$ cat src/heartbeat_div.sv
module heartbeat_div #(
  parameter int half_period = 30_000_000  // Clocks between toggles
) (
  input  logic ulpi_clk,
  input  logic I_rst_n,
  output logic beat_o  // Slow toggle, clock alive
);

  localparam int cnt_w = (half_period > 1) ? $clog2(half_period) : 1;

  logic [cnt_w-1:0] cnt_q;
  logic             wrap;  // Last cycle of a half period

  assign wrap = (cnt_q == cnt_w'(half_period - 1));

  // ==============================
  // Divider
  // ==============================
  always_ff @(posedge ulpi_clk or negedge I_rst_n) begin
    if (!I_rst_n) begin
      cnt_q  <= '0;
      beat_o <= 1'b0;
    end else if (wrap) begin
      cnt_q  <= '0;
      beat_o <= ~beat_o;  // Flip once per half period
    end else begin
      cnt_q  <= cnt_q + 1'b1;
    end
  end

endmodule

$ cat config.mk
export PLATFORM = sky130hd
export DESIGN_NAME = heartbeat_div
export DESIGN_NICKNAME = d
export VERILOG_FILES = /design/src/heartbeat_div.sv
export SDC_FILE = /design/constraint.sdc
export NUM_CORES = 1
export LEC_CHECK = 0
export BUFFER_PORTS_ARGS = -buffer_cell sky130_fd_sc_hd__buf_2
export CORE_UTILIZATION = 32
export DETAILED_ROUTE_END_ITERATION = 10
export HOLD_SLACK_MARGIN = 0.12
export PLACE_DENSITY = 0.43
export SLEW_MARGIN = 10
export SYNTH_ARGS = -nofsm -noshare
export SYNTH_HDL_FRONTEND = slang
export SYNTH_SLANG_ARGS = --single-unit
export TNS_END_PERCENT = 30
$ cat constraint.sdc
create_clock -name ulpi_clk -period 2.1 [get_ports ulpi_clk]
set_input_delay 0.315 -clock ulpi_clk [delete_from_list [all_inputs] [get_ports ulpi_clk]]
set_output_delay 0.315 -clock ulpi_clk [all_outputs]
set_load 0.02 [all_outputs]
=== Word-level counts from Yosys, hierarchy flattened ===
Index checks and enable logic that the tools add are counted.

* Add/subtract/negate cells: 1
* Eq/ne operators: 1
* Bitwise logic cells: 1
* Mux-type cells: 1

{| class="wikitable"
|+ Operators with widths
! operator !! count
|-
| $add 25x1->25 const B || 1
|-
| $eq 25x25->1 const B || 1
|-
| $mux 25 || 1
|-
| $not 1->1 || 1
|}

* Flip-flop bits (word level): 26
* Input port bits: 2

=== Logic depth before layout (Yosys ltp) ===
Gate-level depths: netlist (run 1).

* Depth after elaboration: 2
* Mapped depth: 6

=== Worst setup path before layout (run 1) ===
No wires, ideal clock.

* Path type: reg-to-reg
* Start point: reg cnt_q[0]
* End point: reg cnt_q[24]
* Path buffers: 0
* Setup slack: 378 ps
* Required time: 2023 ps
* Cell stages (with the launch flop): 6
* Period minus slack after synthesis: 1722 ps
* Arrival: 1644 ps
* Cells stage by stage: dfrtp_1 -> ha_1 -> nand4_1 -> or4_4 -> or4_1 -> a21oi_1

* Longest elaborated chain between the ends: 2
* Elaborated cells between the ends (all ways): 3
* Those cells by class: add/sub (1); eq/ne (1); mux (1)

{| class="wikitable"
|+ RTL lines
! what !! RTL line !! RTL
|-
| from (decl) || 11 || <nowiki>logic [cnt_w-1:0] cnt_q;</nowiki>
|-
| from (signal assigned) || 27 || <nowiki>cnt_q <= cnt_q + 1'b1;</nowiki>
|-
| $add 25x1->25 or $eq 25x25->1 (tied branches) || 27, 14 ||
|-
| $mux 25 (*) || 23 || <nowiki>end else if (wrap) begin</nowiki>
|}

Every way passes the cells marked *; elsewhere a longest branch is shown, timed or not.
A chain may end at the register's enable or synchronous reset.

=== Worst setup path in the final report (run 1) ===
Ends and elaborated chain as after synthesis.

==> metrics.cfg, run 1 <==
[logic_synthesis]
synth_top_area_share=0.501
synth-seq-cells=26
synthFlopType=dfrtp_1
synth_edf_count=0
synthCells=125
syn_area_per_cell_sq_um=10.4
seq_area_frac_synth=0.501
syn_nets=128
synth_top_cells_by_area=dfrtp_1, xnor2_1, nand3_1
yosysUniqueCellTypes=34
yosysMostFrequentCell=dfrtp_1
synth_area_sq_um=1300
synthArstFlopShare=1.00
yosysTopAreaCell=dfrtp_1
synth_common_cells=dfrtp_1, nand3_1, xnor2_1
yosysWarnings=0

[worst_setup_path]
critPathMaxFanout=5
cp_slowest_stage_delay_ps=450
worst-endpoint-required_ps=2300
path_class=reg -> reg
critPathCaptureType=flop
cp-start-kind=flop
crit_path_top_delay_cell=or4_4
worstPathArrival_ps=2070
r2r_cells=5
crit_chain=ha_1 -> nand4_1 -> or4_4 -> or4_1 -> a21oi_1

[final_layout]
layout-drive-gt1-share=0.127
seq_area_sq_um=651
fin_cells=182
nets=138
multi_input_area_sq_um=619
areaGrowthSynthToFinish_pct=11.8
diodes=0
fin_util=0.385
fillers=373

[global_routing]
grt_max_degree=27
track_usage=0.143
grt_pass1_vias=902
grt_pass1_wl_um=4550
grt_overflow=0
antenna_found_initial=0

[pwr]
p_per_area_nw_per_um2=575
vdd_drop_max_mv=0.292
power.leakage_nw=0.626

[sta]
rsz0062_at_grt=false
holdWs_ps=462
finalHoldViolCount=0
tightest_slew_ps=593
setup_viol=0
setup_tns_ps=0
fin_crit_ps=1870
drv_slew=0
fmax_mhz=535
fin_crit_sh=0.891
max_slew_margin=0.605
skew_ps=6.92
timing.final.ws_setup_ps=229

[die]
dieArea_sq_um=4310
die_w_um=65.7
fp-row-count=22
die-height_um=65.7
initial_utilization=0.344
num_io_pins=3
core-area_sq_um=3770

[hold_path]
hold_path_class=reg -> reg
whs_path_depth=1

[placed_design]
routabilityCongestion=0.723
numPortBuffers=2
dp_hpwl_um=1910
dp_slack_ps=233
post-place-cells=177

[route]
drt_iter0_markers=45
wl_um=2550
drc=0
wl_per_cell_um=14.0
antenna_left=0
dr.pass1.iters=4
via_per_inst=5.10
vias=928

[clock_tree]
cts_buffers=3
clock-root-buffer=clkbuf_8
cts_max_level=1
max-clock-path-buffers=2
clock_sinks=26
clk_pin_slew_ps=90
postCtsSetupBuffers=0
cts_tree=built
clock_latency_ps=270

[flow_run]
drv_cap=0

[run_status]
outcome=complete, no violations

==> power by group <==
part / switching [mW] / total (mW) / internal [mW]
Combinational: 0.00973 / 0.0116 / 0.00187
Clock: 0.154 / 0.322 / 0.168
Sequential: 0 / 0.500 / 0.500
==> layout by cell type (no fill, tap or decap), types with 2 or more instances in the layout <==
master and n:
buf_2 2, inv_1 4, and3_1 4, nand3_1 12
o31ai_1 3, clkbuf_8 4, a31oi_1 2, nor2_1 10
or4_1 2, nand2_1 8, nor4_1 3, xor2_1 6
o21ai_0 2, dfrtp_1 26, xnor2_1 11, buf_4 4
or3_1 3, nor3_1 2, a21oi_1 5, nand4_1 5
==> path summary, 6_finish.rpt <==
path                                  end  slack (ps)  startpoint
worst min-delay path               beat_o         460      beat_o
worst max register to register  cnt_q[24]         230    cnt_q[0]
worst min register to register     beat_o         460      beat_o
min in group asynchronous          beat_o         570     I_rst_n
max in group asynchronous       cnt_q[12]        1140     I_rst_n
worst max-delay path            cnt_q[24]         230    cnt_q[0]
==> per-layer routing <==
metal	global-route usage	wire, um	up-vias
li1	-	-	471
met5	0	0	-
met2	0.202	1080	14
met4	0.0408	30	0
met3	0.0417	113	4
met1	0.210	1330	439
==> repair_timing <==
item / in CTS / in global routing
hold endpoints to repair: 26 / 0
hold buffers: 1 / 0
gates resized for setup: 0 / 0
==> final cells by class <==
cell class | instances | share of cell area
inverter | 4 | 0.0104
tap | 48 | 0.0414
clock buffer | 4 | 0.0380
sequential | 26 | 0.449
timing repair buffer | 7 | 0.0345
multi-input combinational | 93 | 0.427
==> state kept, by name (all words and copies together), names as in the netlist <==
signal  flops
beat_o      1
cnt_q      25
==> worst max-delay path: cells and delay by family, from the launching register on <==
family	cells	cell delay [ps]
AOI/OAI and AO/OA	1	160
and+or+nand+nor	3	980
adders and majority gates	1	270
DFF	1	390
==> metrics by stage <==
| stage | power (mW) | instance area (sq um) |
|---|---|---|
| floorplan | 0.510 | 1300 |
| global placement | 0.521 | 1390 |
| detailed placement | 0.521 | 1390 |
| CTS | 0.848 | 1450 |
| global route | 0.874 | 1450 |
| finish | 0.834 | 1450 |
==> cells by family (layout without fill, tap and decap cells) <==
group,Yosys count,in the layout,synth area share
adder cells (fa/ha/maj),1,1,0.00964
XOR/XNOR,17,17,0.115
AND/OR/NAND/NOR,60,60,0.279
buffers and inverters,6,15,0.0212
AO/OA/AOI/OAI,15,15,0.0743
flip-flops,26,26,0.501
No activity file was read; power rests on OpenSTA's default activity.
==> inputs of run 2 (changes only) <==
Settings changed: CELL_PAD_IN_SITES_DETAIL_PLACEMENT set to 1, CELL_PAD_IN_SITES_GLOBAL_PLACEMENT set to 1, PLACE_DENSITY 0.43 to 0.52.
==> metrics.cfg, run 2 (synthesis gave the netlist of run 1 again) <==
[run_status]
outcome=complete, no violations

[flow_run]
drv_cap=0

[placed_design]
place_area_sq_um=1390
numPortBuffers=2
dp_hpwl_um=2120
dp_slack_ps=233
routabilityCongestion=0.747
post-place-cells=177

[global_routing]
antenna_found_initial=0
grt_pass1_vias=1092
grt_overflow=0
grt_pass1_wl_um=5130
grt_max_degree=27
track_usage=0.158

[die]
initial_utilization=0.344
dieArea_sq_um=4310
num_io_pins=3
die-height_um=65.7
fp-row-count=22
die_w_um=65.7
core-area_sq_um=3770

[sta]
fin_crit_ps=1880
setup_tns_ps=0
finalHoldViolCount=0
drv_slew=0
timing.final.ws_setup_ps=223
setup_viol=0
fin_crit_sh=0.894
rsz0062_at_grt=false
max_slew_margin=0.600
fmax_mhz=533
tightest_slew_ps=600
skew_ps=3.43
holdWs_ps=479

[final_layout]
stdcell_area_sq_um=1440
layout_common_cells=dfrtp_1, nand3_1, xnor2_1
areaGrowthSynthToFinish_pct=10.7
largest_reg_flops=25
fillers=434
top_regs=cnt_q x25, beat_o x1
regMostFlops=cnt_q
layout-drive-gt1-share=0.120
fin_util=0.381
diodes=0
nets=138
layout_commonest_cell=dfrtp_1
fin_cells=181

[pwr]
vdd_drop_max_mv=0.197
power.leakage_nw=0.619
p_per_area_nw_per_um2=551
finalPower_mw=0.792

[worst_setup_path]
critPathMaxFanout=5
critPathCaptureType=flop
path_class=reg -> reg
crit_path_top_delay_cell=or4_4
cp_slowest_stage_delay_ps=450
cp-start-kind=flop
worst-endpoint-required_ps=2290
crit_chain=ha_1 -> nand4_1 -> or4_4 -> or4_1 -> a21oi_1
worstPathArrival_ps=2070

[route]
route.met2.wl_um=1290
vias=975
routed.top_layer=met4
drt_iter0_markers=27
dr.pass1.iters=3
drc=0
wl_per_cell_um=15.9
wl_met3_um=35
antenna_left=0
met1_length_um=1520
wl_um=2880
via_per_inst=5.39

[clock_tree]
clk_pin_slew_ps=90
cts_resized=0
max-clock-path-buffers=2
cts_max_level=1
clock-root-buffer=clkbuf_8
cts_tree=built
clock_latency_ps=270
cts_buffers=3
clock_sinks=26
cts_hold_buf=1
postCtsSetupBuffers=0

[hold_path]
hold_path_class=reg -> reg

-- run 2: path summary, 6_finish.rpt --
| kind | start | to | slack [ps] | cells past startpoint |
|---|---|---|---|---|
| max | cnt_q[0] | cnt_q[24] | 220 | 5 |
| min | beat_o | beat_o | 480 | 1 |
| max reg2reg | cnt_q[0] | cnt_q[24] | 220 | 5 |
| min reg2reg | beat_o | beat_o | 480 | 1 |
| max in group asynchronous | I_rst_n | cnt_q[7] | 1120 | 2 |
| min in group asynchronous | I_rst_n | cnt_q[5] | 590 | 2 |
-- run 2: worst max-delay path: cells and delay by family, from the launching register on --
family / cells / cell delay [ps]
AOI/OAI and AO/OA: 1 / 160
adders and majority gates: 1 / 260
and+or+nand+nor: 3 / 990
DFF: 1 / 390
-- run 2: final cells by class --
cell class	count	area [sq um]	area share
repair buffers	7	50.0	0.0348
flip-flops and latches	26	651	0.453
clock buffers	3	41.3	0.0287
well taps	48	60.1	0.0418
inverters	4	15.0	0.0105
multi-input cells	93	619	0.431
-- run 2: routing by layer --
metal | GRT usage | vias to the layer above
li1 | - | 475
met1 | 0.219 | 491
met2 | 0.253 | 5
met3 | 0.0208 | 4
met4 | 0.0489 | 0
met5 | 0 | -
-- run 2: report_power, final --
group          internal [mW]  switching [mW]  leakage, nW  total (mW)
clock                  0.129           0.151       0.0216       0.280
combinational        0.00187         0.00988        0.249      0.0118
sequential             0.500               0        0.349       0.500
==> inputs of run 3 (changes only) <==
Settings changed: CTS_BUF_LIST set to sky130_fd_sc_hd__clkbuf_16.
==> metrics.cfg, run 3 (synthesis gave the netlist of run 1 again) <==
[run_status]
outcome=complete, no violations

[worst_setup_path]
r2r_slack_ps=230
path_class=reg -> reg
worst-endpoint-required_ps=2280
cp_slowest_stage_delay_ps=450
critPathMaxFanout=5
worstPathArrival_ps=2050
crit_path_top_delay_cell=or4_4
critPathCaptureType=flop
cp-start-kind=flop
crit_chain=ha_1 -> nand4_1 -> or4_4 -> or4_1 -> a21oi_1

[pwr]
p_per_area_nw_per_um2=631
power.leakage_nw=0.635
finalPower_mw=0.928
vdd_drop_max_mv=0.266

[route]
wl_um=2910
dr.pass1.iters=2
via_per_inst=5.40
wl_per_cell_um=16.0
vias=978
drt_iter0_markers=37
antenna_left=0
drc=0

[clock_tree]
postCtsSetupBuffers=0
clock-root-buffer=clkbuf_16
max-clock-path-buffers=2
cts_buffers=3
clk_pin_slew_ps=60
cts_tree=built
clock_sinks=26
cts_max_level=1
clock_latency_ps=260

[global_routing]
grt_pass1_wl_um=5130
grt_max_degree=27
grt_overflow=0
antenna_found_initial=0
grt_pass1_vias=1090
track_usage=0.159

[sta]
tightest_slew_ps=596
skew_ps=3.60
finalHoldViolCount=0
drv_slew=0
max_slew_margin=0.603
timing.final.ws_setup_ps=225
rsz0062_at_grt=false
setup_tns_ps=0
setup_viol=0
fin_crit_ps=1870
fmax_mhz=533
fin_crit_sh=0.893

[die]
die-height_um=65.7
dieArea_sq_um=4310
core-area_sq_um=3770
fp-row-count=22
num_io_pins=3
initial_utilization=0.344
die_w_um=65.7

[final_layout]
diodes=0
top_regs=cnt_q x25, beat_o x1
areaGrowthSynthToFinish_pct=13.3
layout_common_cells=dfrtp_1, nand3_1, xnor2_1
regMostFlops=cnt_q
largest_reg_flops=25
nets=138
layout-drive-gt1-share=0.120
layout_commonest_cell=dfrtp_1

[placed_design]
dp_slack_ps=233
numPortBuffers=2
routabilityCongestion=0.747
dp_hpwl_um=2120

[hold_path]
hold_path_class=reg -> reg

[flow_run]
drv_cap=0

[run 3: cell counts in the layout (fill, tap and decap cells not counted)]
Identical to the previous run, type by type.
[run 3: layout make-up]
type / count / area [sq um]
clock buffer: 3 / 75.1
fill: 430 / 2300
inverter: 4 / 15.0
multi-input combinational: 93 / 619
sequential: 26 / 651
tap: 48 / 60.1
timing repair buffer: 7 / 50.0
[run 3: final timing paths]
| kind | depth (start not counted) | from | end |
|---|---|---|---|
| min in group asynchronous | 2 | I_rst_n | cnt_q[4] |
| max in group asynchronous | 2 | I_rst_n | cnt_q[19] |
| setup / recovery | 5 | cnt_q[0] | cnt_q[24] |
| hold reg to reg | 1 | beat_o | beat_o |
| hold / removal | 1 | beat_o | beat_o |
| setup reg to reg | 5 | cnt_q[0] | cnt_q[24] |
[run 3: per-stage QoR]
step / util / hold WS, ps / cells / area, sq um
floorplan: - / 19.4 / 125 / 1300
global placement: 0.367 / 360 / 177 / 1390
detailed placement: 0.367 / 367 / 177 / 1390
CTS: 0.390 / 490 / 181 / 1470
global route: 0.390 / 503 / 181 / 1470
finish: 0.390 / 476 / 181 / 1470
[run 3: timing repair]
item,CTS,global route
resized for setup,0,0
hold buffers,1,0
hold endpoints to repair,26,0
[run 3: layer usage]
layer  GRT usage  vias to the layer above  share of wire
met5           0                        -              0
met4      0.0489                        0          0.012
met3      0.0260                        4          0.013
met2       0.249                        6           0.45
met1       0.221                      496           0.52
li1            -                      472              -
[run 3: report_power, final]
group          internal [mW]  total, mW  switching [mW]
sequential             0.501      0.501               0
clock                  0.252      0.416           0.163
combinational        0.00187     0.0117         0.00982
total                  0.755      0.928           0.173
[run 3: critical path: cells and delay by family (launching register included)]
family | cells | cell delay (ps)
compound gates | 1 | 160
fa+ha+maj | 1 | 260
flops | 1 | 390
simple gates | 3 | 990
