==> src/cam_usb_pkg.sv <==
package cam_usb_pkg;

  // ==============================
  // Data path widths
  // ==============================
  localparam int pix_w   = 16;  // Camera pixel word
  localparam int byte_w  = 8;   // USB bulk data byte
  localparam int txlen_w = 12;  // Controller length field
  localparam int led_w   = 4;   // Board status LEDs

  // ==============================
  // USB packet framing
  // ==============================
  localparam int pkt_bytes = 512;  // High speed bulk max packet

  // Packet gate FSM states
  typedef enum logic [1:0] {
    GATE_IDLE,   // Corked, waiting for a full packet
    GATE_READY,  // Full packet buffered, cork released
    GATE_BUSY    // Controller is pulling bytes
  } gate_state_t;

  // Byte level counter width for a given FIFO depth
  // Needs to hold the value depth itself, hence the +1
  function automatic int level_w(input int depth);
    return $clog2(depth + 1);
  endfunction

endpackage
==> src/usb_packet_gate.sv <==
module usb_packet_gate #(
  parameter  int fifo_depth_bytes = 4096,  // Sets level_i width
  localparam int lvl_w = cam_usb_pkg::level_w(fifo_depth_bytes)
) (
  input  logic                             ulpi_clk,
  input  logic                             I_rst_n,
  input  logic [lvl_w-1:0]                 level_i,    // FIFO bytes buffered
  input  logic                             empty_i,
  input  logic                             tx_pop_i,   // Controller wants a byte
  input  logic                             tx_act_i,   // Controller packet active
  output logic                             rd_en_o,    // FIFO pop
  output logic                             tx_cork_o,  // High holds the controller off
  output logic [cam_usb_pkg::txlen_w-1:0]  tx_len_o    // Packet length to send
);

  localparam int lw = cam_usb_pkg::txlen_w;

  cam_usb_pkg::gate_state_t state_q;
  cam_usb_pkg::gate_state_t state_d;
  logic [lw-1:0]            len_q;
  logic                     pkt_avail;  // A whole packet is buffered

  assign pkt_avail = (level_i >= lvl_w'(cam_usb_pkg::pkt_bytes));

  // ==============================
  // Gate FSM
  // ==============================
  always_comb begin
    state_d = state_q;
    unique case (state_q)
      cam_usb_pkg::GATE_IDLE: begin
        if (!tx_act_i && pkt_avail) begin
          state_d = cam_usb_pkg::GATE_READY;  // Sample readiness while idle
        end
      end
      cam_usb_pkg::GATE_READY: begin
        if (tx_act_i) begin
          state_d = cam_usb_pkg::GATE_BUSY;   // Controller took the packet
        end else if (!pkt_avail) begin
          state_d = cam_usb_pkg::GATE_IDLE;
        end
      end
      cam_usb_pkg::GATE_BUSY: begin
        if (!tx_act_i) begin
          state_d = cam_usb_pkg::GATE_IDLE;   // Packet done
        end
      end
      default: state_d = cam_usb_pkg::GATE_IDLE;
    endcase
  end

  always_ff @(posedge ulpi_clk or negedge I_rst_n) begin
    if (!I_rst_n) begin
      state_q <= cam_usb_pkg::GATE_IDLE;
      len_q   <= '0;
    end else begin
      state_q <= state_d;
      if (!tx_act_i) begin
        len_q <= lw'(cam_usb_pkg::pkt_bytes);  // Fixed size bulk packets
      end
    end
  end

  // Uncorked only while a packet is offered or in flight
  assign tx_cork_o = !(state_q inside {cam_usb_pkg::GATE_READY, cam_usb_pkg::GATE_BUSY});
  assign tx_len_o  = len_q;

  // Honor pops only mid-packet with a full packet still buffered
  assign rd_en_o = tx_pop_i && (state_q == cam_usb_pkg::GATE_BUSY) && !empty_i && pkt_avail;

  // ==============================
  // Checks
  // ==============================
  // Offered packet stays fully buffered until the controller takes it
  a_ready_has_pkt: assert property (
    @(posedge ulpi_clk) disable iff (!I_rst_n)
    (state_q == cam_usb_pkg::GATE_READY) |-> pkt_avail
  );

  // Controller pops only inside an active packet
  a_pop_in_pkt: assert property (
    @(posedge ulpi_clk) disable iff (!I_rst_n)
    tx_pop_i |-> tx_act_i
  );

endmodule

==> config.mk <==
export PLATFORM = sky130hd
export DESIGN_NAME = usb_packet_gate
export DESIGN_NICKNAME = d
export VERILOG_FILES = /design/src/cam_usb_pkg.sv /design/src/usb_packet_gate.sv
export SDC_FILE = /design/constraint.sdc
export NUM_CORES = 1
export LEC_CHECK = 0
export ABC_CLOCK_PERIOD_IN_PS = 2100
export BUFFER_PORTS_ARGS = -buffer_cell sky130_fd_sc_hd__buf_2
export CORE_AREA = 5 5 42 44
export DETAILED_ROUTE_END_ITERATION = 12
export DIE_AREA = 0 0 47 49
export GPL_TIMING_DRIVEN = 0
export PLACE_DENSITY = 0.68
export SETUP_SLACK_MARGIN = 0.1
export SLEW_MARGIN = 0
export SYNTH_ARGS = -nofsm -noshare
export SYNTH_HDL_FRONTEND = slang
export SYNTH_SLANG_ARGS = --single-unit
==> constraint.sdc <==
create_clock -name ulpi_clk -period 2.1 [get_ports ulpi_clk]
set_input_delay 0.42 -clock ulpi_clk [delete_from_list [all_inputs] [get_ports ulpi_clk]]
set_output_delay 0.42 -clock ulpi_clk [all_outputs]
set_load 0.01 [all_outputs]
; ---- After elaboration in Yosys (flattened, before gate mapping)
; Index checks and enable logic that the tools add are counted.
[op_classes]
reduce_logical = 10
magnitude_cmp = 1
n_mux = 5
eq_ne = 5
[op_table]
columns = operator, count
row1 = $ge 13x10->1 const B, 1
row2 = $mux 2, 4
row3 = $pmux 2 s3, 1
row4 = $logic_and 1x1->1, 4
row5 = $ne 2x2->1 const B, 2
row6 = $logic_not 1->1, 3
row7 = $ne 3x3->1 const B, 1
row8 = $reduce_and 3->1, 1
row9 = $eq 2x1->1 const B, 1
row10 = $eq 2x2->1 const B, 1
row11 = $logic_not 2->1, 1
row12 = $reduce_bool 2->1, 1
[word_totals]
elab_cells = 23
reg_bits = 3
inputBits = 18
output_inout_bits = 14

; ---- Logic depth before layout (Yosys ltp)
; Gate-level depths: netlist of run 1.
[logic_depth]
ltp_word = 4
ltp_mapped = 5
mapped_depth_nobuf = 5

; ---- Worst setup path after synthesis of run 1
; No wires, ideal clock.
[synth_path]
path_type = reg2out
from = reg state_q[0]
to = out rd_en_o
path_stages_with_launch = 5
path_buffers = 0
t_required_ns = 1.680
arrival_ns = 0.971
slack_ns = 0.709
cell_sequence = dfrtp_1 -> inv_1 -> ha_1 -> nand2_1 -> nor3_1
[synth_via]
elab_chain_cells = 4
[synth_rtl]
columns = item, line
row1 = start: declaration, usb_packet_gate.sv:18  ; cam_usb_pkg::gate_state_t state_q;
row2 = start signal: assignment, usb_packet_gate.sv:54  ; state_q <= cam_usb_pkg::GATE_IDLE;
row3 = start signal: assignment, usb_packet_gate.sv:57  ; state_q <= state_d;
row4 = $eq 2x2->1, usb_packet_gate.sv:69  ; assign rd_en_o = tx_pop_i && (state_q == cam_usb_pkg::GATE_BUSY) && !empty_i && pkt_avail;
row5 = $logic_and 1x1->1 (3 in series), usb_packet_gate.sv:69
row6 = end: declaration, usb_packet_gate.sv:11  ; output logic rd_en_o,
; Every way passes these cells.

; ---- Worst setup path in the final report of run 1
; Ends and elaborated chain as after synthesis.

==> results of run 1 <==
## cell families (layout without fill, tap and decap cells)
logic type                 count (synthesis)  count (layout)  share of synthesized area [%]
AOI/OAI and AO/OA                          5               5                           12.2
adders and majority gates                  3               3                           12.2
buffers and inverters                     14              30                           30.6
DFF                                        3               3                           24.5
muxes                                      1               1                           3.27
other                                      1              11                           1.22
and+or+nand+nor                            7               7                           15.9
## cell type report
type	instances	area, sq um
Fill cell	163	946
Multi-Input combinational cell	27	175
Buffer	11	82.6
Sequential cell	3	75.1
Timing Repair Buffer	12	65.1
Clock buffer	4	26.3
Tap cell	16	20.0
Inverter	3	11.3
## metal layers
metal,part of all wire [%],vias to the layer above,wire (microns)
met5,0,-,0
met4,0,0,0
met3,6.8,0,42
met2,49,11,303
met1,44,108,270
li1,-,143,-
## synthesized netlist by cell type
master | count | area, sq um
conb_1 | 1 | 3.75
inv_1 | 3 | 11.3
nand2b_1 | 1 | 6.26
o211a_1 | 1 | 10.0
nor2_1 | 1 | 3.75
ha_1 | 3 | 37.5
a21oi_1 | 1 | 5.00
nor3_1 | 1 | 5.00
a31oi_1 | 1 | 6.26
nand2_1 | 2 | 7.51
nand3_1 | 1 | 5.00
dfrtp_1 | 3 | 75.1
o211ai_1 | 1 | 7.51
mux2i_1 | 1 | 10.0
o32ai_1 | 1 | 8.76
buf_4 | 11 | 82.6
nor4_4 | 1 | 21.3
## metrics by stage
stage	hold slack, ns	total power, W	setup slack, ns	utilization (%)	std cells
4_1_cts	0.424	0.000425	0.372	32.5	76
3_5_place_dp	0.222	0.000316	0.563	29.9	71
2_1_floorplan	0.124	0.000257	0.709	-	44
3_3_place_gp	0.216	0.000307	0.579	29.9	71
5_1_grt	0.429	0.000467	0.293	32.5	76
6_report	0.427	0.000416	0.386	32.5	76
## state kept, by name, indices dropped and copies added (netlist names)
register  cells
tx_len_o      1
state_q       2
## power by group through the flow
stage               clock, W  sequential [W]  combinational [W]
CTS                 0.000107       0.0000987           0.000219
global route        0.000116        0.000103           0.000247
floorplan                  0       0.0000934           0.000164
detailed placement         0       0.0000974           0.000219
global placement           0       0.0000983           0.000209
finish              0.000101       0.0000987           0.000216
## path summary, 6_finish.rpt
check                       startpoint          end  slack, ns  cells after the start
max                         state_q[0]      rd_en_o       0.39                      5
min                           tx_act_i  tx_len_o[9]       0.43                      2
max reg2reg                 state_q[1]   state_q[1]       0.79                      5
min reg2reg                tx_len_o[9]  tx_len_o[9]       0.46                      1
max in group asynchronous      I_rst_n  tx_len_o[9]       1.47                      2
min in group asynchronous      I_rst_n   state_q[0]       0.51                      2
## critical path: stages (launching register included)
cell and delay, ns:
dfrtp_1 0.39, inv_1 0.11, ha_1 0.22, nand2_1 0.07, nor3_1 0.12, buf_2 0.15
==> flow_metrics.env, run 1 <==
export IMPL_fin_tns_setup_ns=0
export IMPL_die_w_microns=47
export IMPL_num_vias=262
export IMPL_fmax_mhz=584
export IMPL_setup_violations_final=0
export IMPL_htree_levels=1
export IMPL_cp_data_arrival_time_ns=1.29
export IMPL_vdd_drop_max_v=0.000391
export IMPL_rows=14
export IMPL_clk_latency_ns=0.23
export IMPL_final_area_sq_um=455
export IMPL_min_path_type="in -> reg"
export IMPL_grt_busiest_layer="met2"
export IMPL_die_area_sq_um=2300
export IMPL_grt_use_met2_pct=8.82
export IMPL_dp_hpwl_microns=534
export IMPL_rsz0062_at_grt="false"
export IMPL_final_nets=82
export IMPL_p_sw_w=0.000166
export IMPL_drv_slew=0
export IMPL_syn_avg_cell_area_sq_um=9.02
export IMPL_cts_made_buffers=3
export IMPL_wl_per_cell_microns=8.09
export IMPL_cellPowerDensity_nw_per_um2=913
export IMPL_path_max_fanout=4
export IMPL_post_cts_buffers=0
export IMPL_placed_area_sq_um=419
export IMPL_grt_pass1_vias=283
export IMPL_skew_ns=0.0000268
export IMPL_cp_required_ns=1.68
export IMPL_gr_total_overflow=0
export IMPL_endpoint_kind="output port"
export IMPL_syn_inst=34
export IMPL_drive_above_1_share_pct=43.3
export IMPL_status="complete, no violations"
export IMPL_n_antenna_cell=0
export IMPL_clock_power_share_pct=24.3
export IMPL_maxCapViolations=0
export IMPL_vias_per_cell=3.45
export IMPL_antenna_found_initial=0
export IMPL_drt_wl_total_microns=615
export IMPL_layout_common_cells="buf_4, conb_1, buf_2"
export IMPL_synth_distinct_cells=17
export IMPL_netlist_area_sq_um=307
export IMPL_postRouteAntennaNets=0
export IMPL_netSwitchingFraction_pct=39.9
export IMPL_boundaryPins=32
export IMPL_track_usage_pct=5.92
export IMPL_clockBufferDepth=2
export IMPL_period_share_pct=81.6
export IMPL_cts_tree="built"
export IMPL_p_seq_share_pct=23.7
export IMPL_grt_pass1_wl_microns=979
export IMPL_internal_power_w=0.000250
export IMPL_portBuffers=11
export IMPL_seq_area_frac_synth_pct=24.5
export IMPL_die_h_microns=49
export IMPL_grtUsageMet1_pct=6.18
export IMPL_p_comb_share_pct=52.0
export IMPL_grt_max_degree=6
export IMPL_synth_seq_cells=3
export IMPL_coreArea_sq_um=1400
export IMPL_clock_sinks=3
export IMPL_hold_viol=0
export IMPL_start_util_pct=21.9
export IMPL_first_pass_iters=2
export IMPL_gp_congestion=0.618
export IMPL_syn_to_final_growth_pct=48.6
export IMPL_drc=0
export IMPL_leakage_nw=0.258
export IMPL_critical_path_class="reg -> out"
export IMPL_cts_hold_buf=1
export IMPL_drt_iter0_markers=3
export IMPL_post_route_min_period_ns=1.71
export IMPL_startpoint_type="flip-flop"
export IMPL_grt_util_met3_pct=1.85
export IMPL_clock_root_buffer="clkbuf_4"
export IMPL_path_clk_slew_ns=0.04
export IMPL_ys_warn_count=0
export IMPL_ctsResizeCount=0
No activity file was read; power rests on OpenSTA's default activity.
==> run 2, diff against run 1 <==
--- a/config.mk
+++ b/config.mk
@@ -5,13 +5,13 @@
 export SDC_FILE = /design/constraint.sdc
 export NUM_CORES = 1
 export LEC_CHECK = 0
-export ABC_CLOCK_PERIOD_IN_PS = 2100
+export ABC_CLOCK_PERIOD_IN_PS = 1500
 export BUFFER_PORTS_ARGS = -buffer_cell sky130_fd_sc_hd__buf_2
 export CORE_AREA = 5 5 42 44
 export DETAILED_ROUTE_END_ITERATION = 12
 export DIE_AREA = 0 0 47 49
 export GPL_TIMING_DRIVEN = 0
-export PLACE_DENSITY = 0.68
+export PLACE_DENSITY = 0.7
 export SETUP_SLACK_MARGIN = 0.1
 export SLEW_MARGIN = 0
 export SYNTH_ARGS = -nofsm -noshare
==> constraint.sdc (replaced) <==
create_clock -name ulpi_clk -period 1.5 [get_ports ulpi_clk]
set_input_delay 0.3 -clock ulpi_clk [delete_from_list [all_inputs] [get_ports ulpi_clk]]
set_output_delay 0.3 -clock ulpi_clk [all_outputs]
set_load 0.01 [all_outputs]
==> run 2 against run 1 <==
Effect of this change:
- final area grew 13%
- sequential power grew 47%
- wire length grew 18%
- largest cell class unchanged
- global-route usage increased by 1.1 points
- first-iteration DRC count down 67%
- die area stayed put
==> flow_metrics.env, run 2 (synthesis results as in run 1) <==
export IMPL_critPathTopFamily="flip-flops"
export IMPL_period_share_pct=95.9
export IMPL_drt_wl_total_microns=726
export IMPL_die_h_microns=49
export IMPL_clk_latency_ns=0.23
export IMPL_cp_buffers_inverters=2
export IMPL_placed_area_sq_um=419
export IMPL_syn_to_final_growth_pct=67.8
export IMPL_leakage_nw=0.283
export IMPL_maxCapViolations=0
export IMPL_cp_startpoint="state_q[0]"
export IMPL_regArea_sq_um=76.3
export IMPL_post_route_min_period_ns=1.44
export IMPL_drive_above_1_share_pct=56.9
export IMPL_postRouteAntennaNets=0
export IMPL_slowest_delay_ns=0.39
export IMPL_final_nets=87
export IMPL_cellPowerDensity_nw_per_um2=1380
export IMPL_critPathCapture="rd_en_o"
export IMPL_cts_made_buffers=3
export IMPL_endpoint_kind="output port"
export IMPL_clock_root_buffer="clkbuf_4"
export IMPL_final_setup_worst_slack_ns=0.0617
export IMPL_start_util_pct=21.9
export IMPL_min_path_type="in -> reg"
export IMPL_gr_total_overflow=0
export IMPL_drv_slew=0
export IMPL_crit_path_cell_trace="inv_2, ha_4, nand2_2, nor3_2, buf_2"
export IMPL_boundaryPins=32
export IMPL_largest_register="state_q"
export IMPL_htree_levels=1
export IMPL_first_pass_iters=2
export IMPL_die_w_microns=47
export IMPL_antenna_found_initial=0
export IMPL_skew_ns=0.00173
export IMPL_path_max_fanout=3
export IMPL_n_antenna_cell=0
export IMPL_grt_max_degree=6
export IMPL_rsz0062_at_grt="true"
export IMPL_cp_depth=5
export IMPL_setup_violations_final=0
export IMPL_r2r_end="state_q[1]"
export IMPL_startpoint_type="flip-flop"
export IMPL_reg2reg_from="state_q[1]"
export IMPL_track_usage_pct=7.05
export IMPL_cts_tree="built"
export IMPL_largest_reg_flops=2
export IMPL_critical_path_class="reg -> out"
export IMPL_vias_per_cell=3.56
export IMPL_die_area_sq_um=2300
export IMPL_grt_pass1_vias=299
export IMPL_clockBufferDepth=2
export IMPL_rr_worst_depth=5
export IMPL_grt_pass1_wl_microns=1080
export IMPL_final_area_sq_um=514
export IMPL_slowest_stage="dfrtp_1"
export IMPL_drc=0
export IMPL_cp_data_arrival_time_ns=1.14
export IMPL_cp_required_ns=1.20
export IMPL_fin_tns_setup_ns=0
export IMPL_multi_input_area_sq_um=195
export IMPL_hold_viol=0
export IMPL_rows=14
export IMPL_vdd_drop_max_v=0.000686
export IMPL_reg2reg_slack_ns=0.16
export IMPL_num_vias=288
export IMPL_coreArea_sq_um=1400
export IMPL_final_common_cell="buf_4"
export IMPL_gp_congestion=0.590
export IMPL_path_clk_slew_ns=0.04
export IMPL_portBuffers=11
export IMPL_status="complete, no violations"
export IMPL_wl_per_cell_microns=8.96
export IMPL_dp_hpwl_microns=543
export IMPL_layout_common_cells="buf_4, conb_1, buf_2"
export IMPL_dpl_worst_slack_ns=0.160
export IMPL_drt_iter0_markers=1
export IMPL_clock_sinks=3
export IMPL_fillCellCount=156
export IMPL_fmax_mhz=695
[run 2: metrics by stage]
stage / std cells / util, % / total power (W) / hold slack (ns)
final: 81 / 36.7 / 0.000712 / 0.284
after global routing: 81 / 36.7 / 0.000785 / 0.287
after CTS: 80 / 35.5 / 0.000684 / 0.275
after detailed placement: 71 / 29.9 / 0.000439 / 0.0961
after global placement: 71 / 29.9 / 0.000429 / 0.0954
after floorplan: 44 / - / 0.000360 / 0.00441
[run 2: area by class of cell]
| cell class | count | share of cell area (%) |
|---|---|---|
| Multi-Input combinational cell | 27 | 38.0 |
| Timing Repair Buffer | 17 | 20.0 |
| Buffer | 11 | 16.1 |
| Sequential cell | 3 | 14.8 |
| Clock buffer | 4 | 5.11 |
| Tap cell | 16 | 3.89 |
| Inverter | 3 | 2.19 |
[run 2: worst min-delay path by stage]
| stage | start | endpoint | slack [ns] | cells after the start |
|---|---|---|---|---|
| finish | tx_act_i | tx_len_o[9] | 0.28 | 2 |
| CTS | tx_act_i | tx_len_o[9] | 0.27 | 2 |
| global route | tx_act_i | tx_len_o[9] | 0.29 | 2 |
| floorplan | I_rst_n | state_q[0] | 0.004 | 0 |
| detailed placement | I_rst_n | tx_len_o[9] | 0.1 | 1 |
| global placement | I_rst_n | tx_len_o[9] | 0.1 | 1 |
[run 2: metal layers]
layer,global-route usage (%),wire [microns]
met5,0,0
met4,9.68,25
met2,12.7,432
met1,5.08,231
met3,0,37
[run 2: repair_timing]
action                     4_1_cts  5_1_grt
pin swaps                        1        0
cloned                           0        0
hold endpoints to repair         3        0
hold buffers                     1        0
resized for setup                4        3
setup buffers                    4        1
setup endpoints to repair        2        3
[run 2: power breakdown]
part           internal (W)  switching [W]
Combinational      0.000223       0.000204
Sequential         0.000112      0.0000332
Clock             0.0000996      0.0000404
Total              0.000434       0.000278
==> run 3, diff against run 2 <==
--- a/config.mk
+++ b/config.mk
@@ -12,6 +12,7 @@
 export DIE_AREA = 0 0 47 49
 export GPL_TIMING_DRIVEN = 0
 export PLACE_DENSITY = 0.7
+export RECOVER_POWER = 100
 export SETUP_SLACK_MARGIN = 0.1
 export SLEW_MARGIN = 0
 export SYNTH_ARGS = -nofsm -noshare
==> run 3 against run 2 <==
Effect of this change:
- global-route usage did not move
- final cell count unchanged
- wire length decreased by 0.83%
- critical path type unchanged
==> flow_metrics.env, run 3 (synthesis results as in run 1) <==
export IMPL_vias_per_cell=3.57
export IMPL_cts_tree="built"
export IMPL_largest_reg_flops=2
export IMPL_reg2reg_from="state_q[1]"
export IMPL_track_usage_pct=7.05
export IMPL_leakage_nw=0.278
export IMPL_drc=0
export IMPL_cellPowerDensity_nw_per_um2=1390
export IMPL_boundaryPins=32
export IMPL_min_from="tx_act_i"
export IMPL_critical_path_class="reg -> out"
export IMPL_die_h_microns=49
export IMPL_critPathCapture="rd_en_o"
export IMPL_crit_path_cell_trace="inv_2, ha_4, nand2_2, nor3_2, clkbuf_2"
export IMPL_first_pass_iters=2
export IMPL_status="complete, no violations"
export IMPL_path_max_fanout=3
export IMPL_vdd_drop_max_v=0.000685
export IMPL_rows=14
export IMPL_critPathTopFamily="flip-flops"
export IMPL_fmax_mhz=694
export IMPL_setup_violations_final=0
export IMPL_drt_wl_total_microns=720
export IMPL_layout_common_cells="buf_4, conb_1, buf_2"
export IMPL_wl_per_cell_microns=8.89
export IMPL_slowest_stage="dfrtp_1"
export IMPL_start_util_pct=21.9
export IMPL_hold_viol=0
export IMPL_n_antenna_cell=0
export IMPL_startpoint_type="flip-flop"
export IMPL_grt_pass1_wl_microns=1080
export IMPL_drive_above_1_share_pct=53.8
export IMPL_gr_total_overflow=0
export IMPL_min_path_type="in -> reg"
export IMPL_cp_data_arrival_time_ns=1.14
export IMPL_htree_levels=1
export IMPL_hold_depth=2
export IMPL_endpoint_kind="output port"
export IMPL_maxCapViolations=0
export IMPL_clock_sinks=3
export IMPL_rr_worst_depth=5
export IMPL_cp_buffers_inverters=2
export IMPL_skew_ns=0.00173
export IMPL_dp_hpwl_microns=543
export IMPL_clockBufferDepth=2
export IMPL_die_area_sq_um=2300
export IMPL_gp_congestion=0.590
export IMPL_drt_iter0_markers=1
export IMPL_final_common_cell="buf_4"
export IMPL_p_total_w=0.000710
export IMPL_portBuffers=11
export IMPL_num_vias=289
export IMPL_postRouteAntennaNets=0
export IMPL_coreArea_sq_um=1400
export IMPL_post_route_min_period_ns=1.44
export IMPL_reg2reg_slack_ns=0.16
export IMPL_largest_register="state_q"
export IMPL_grt_pass1_vias=299
export IMPL_cp_startpoint="state_q[0]"
export IMPL_cp_depth=5
export IMPL_r2r_end="state_q[1]"
export IMPL_rsz0062_at_grt="true"
export IMPL_clk_latency_ns=0.23
export IMPL_die_w_microns=47
export IMPL_clock_root_buffer="clkbuf_4"
export IMPL_slowest_delay_ns=0.39
export IMPL_final_nets=87
export IMPL_path_clk_slew_ns=0.04
export IMPL_cts_made_buffers=3
export IMPL_grt_max_degree=6
export IMPL_antenna_found_initial=0
export IMPL_syn_to_final_growth_pct=66.9
export IMPL_drv_slew=0
export IMPL_period_share_pct=96.0
export IMPL_cp_required_ns=1.20
export IMPL_fin_tns_setup_ns=0
-- run 3: repair_timing --
item                                    in CTS  in global routing
hold buffers                                 1                  0
endpoints found under the hold margin        3                  0
gates resized for setup                      4                  3
endpoints found under the setup margin       2                  3
buffers inserted                             4                  1
pin swaps                                    1                  0
-- run 3: layer usage --
| metal | global-route usage [%] | vias to the layer above | wire length [microns] |
|---|---|---|---|
| met1 | 5.08 | 123 | 227 |
| met2 | 12.7 | 9 | 429 |
| li1 | - | 155 | - |
| met4 | 9.68 | 0 | 25 |
| met5 | 0 | - | 0 |
| met3 | 0 | 2 | 38 |
-- run 3: area by class of cell --
class | count | area (sq um)
fill | 158 | 890
clock buffer | 4 | 26.3
buffer | 11 | 82.6
sequential | 3 | 76.3
multi-input combinational | 27 | 195
timing repair buffer | 17 | 100
tap | 16 | 20.0
inverter | 3 | 11.3
-- run 3: worst min-delay path by stage --
stage / end / slack, ns
after global placement: tx_len_o[9] / 0.1
after detailed placement: tx_len_o[9] / 0.1
after global routing: tx_len_o[9] / 0.29
after floorplan: state_q[0] / 0.004
after CTS: tx_len_o[9] / 0.27
final: tx_len_o[9] / 0.28
-- run 3: power by group --
group	total [W]	switching, W	internal, W
logic	0.000426	0.000205	0.000221
registers	0.000144	0.0000326	0.000112
clock network	0.000140	0.0000404	0.0000996
total	0.000710	0.000278	0.000432
-- run 3: per-stage QoR --
step / cell area (sq um) / setup WS, ns / hold slack [ns] / instances / utilization [%]
after global placement: 419 / 0.168 / 0.0954 / 71 / 29.9
after detailed placement: 419 / 0.160 / 0.0961 / 71 / 29.9
after floorplan: 344 / 0.229 / 0.00441 / 44 / -
after global routing: 512 / 0.0144 / 0.287 / 81 / 36.5
after CTS: 498 / 0.0317 / 0.275 / 80 / 35.5
final: 512 / 0.0597 / 0.284 / 81 / 36.5
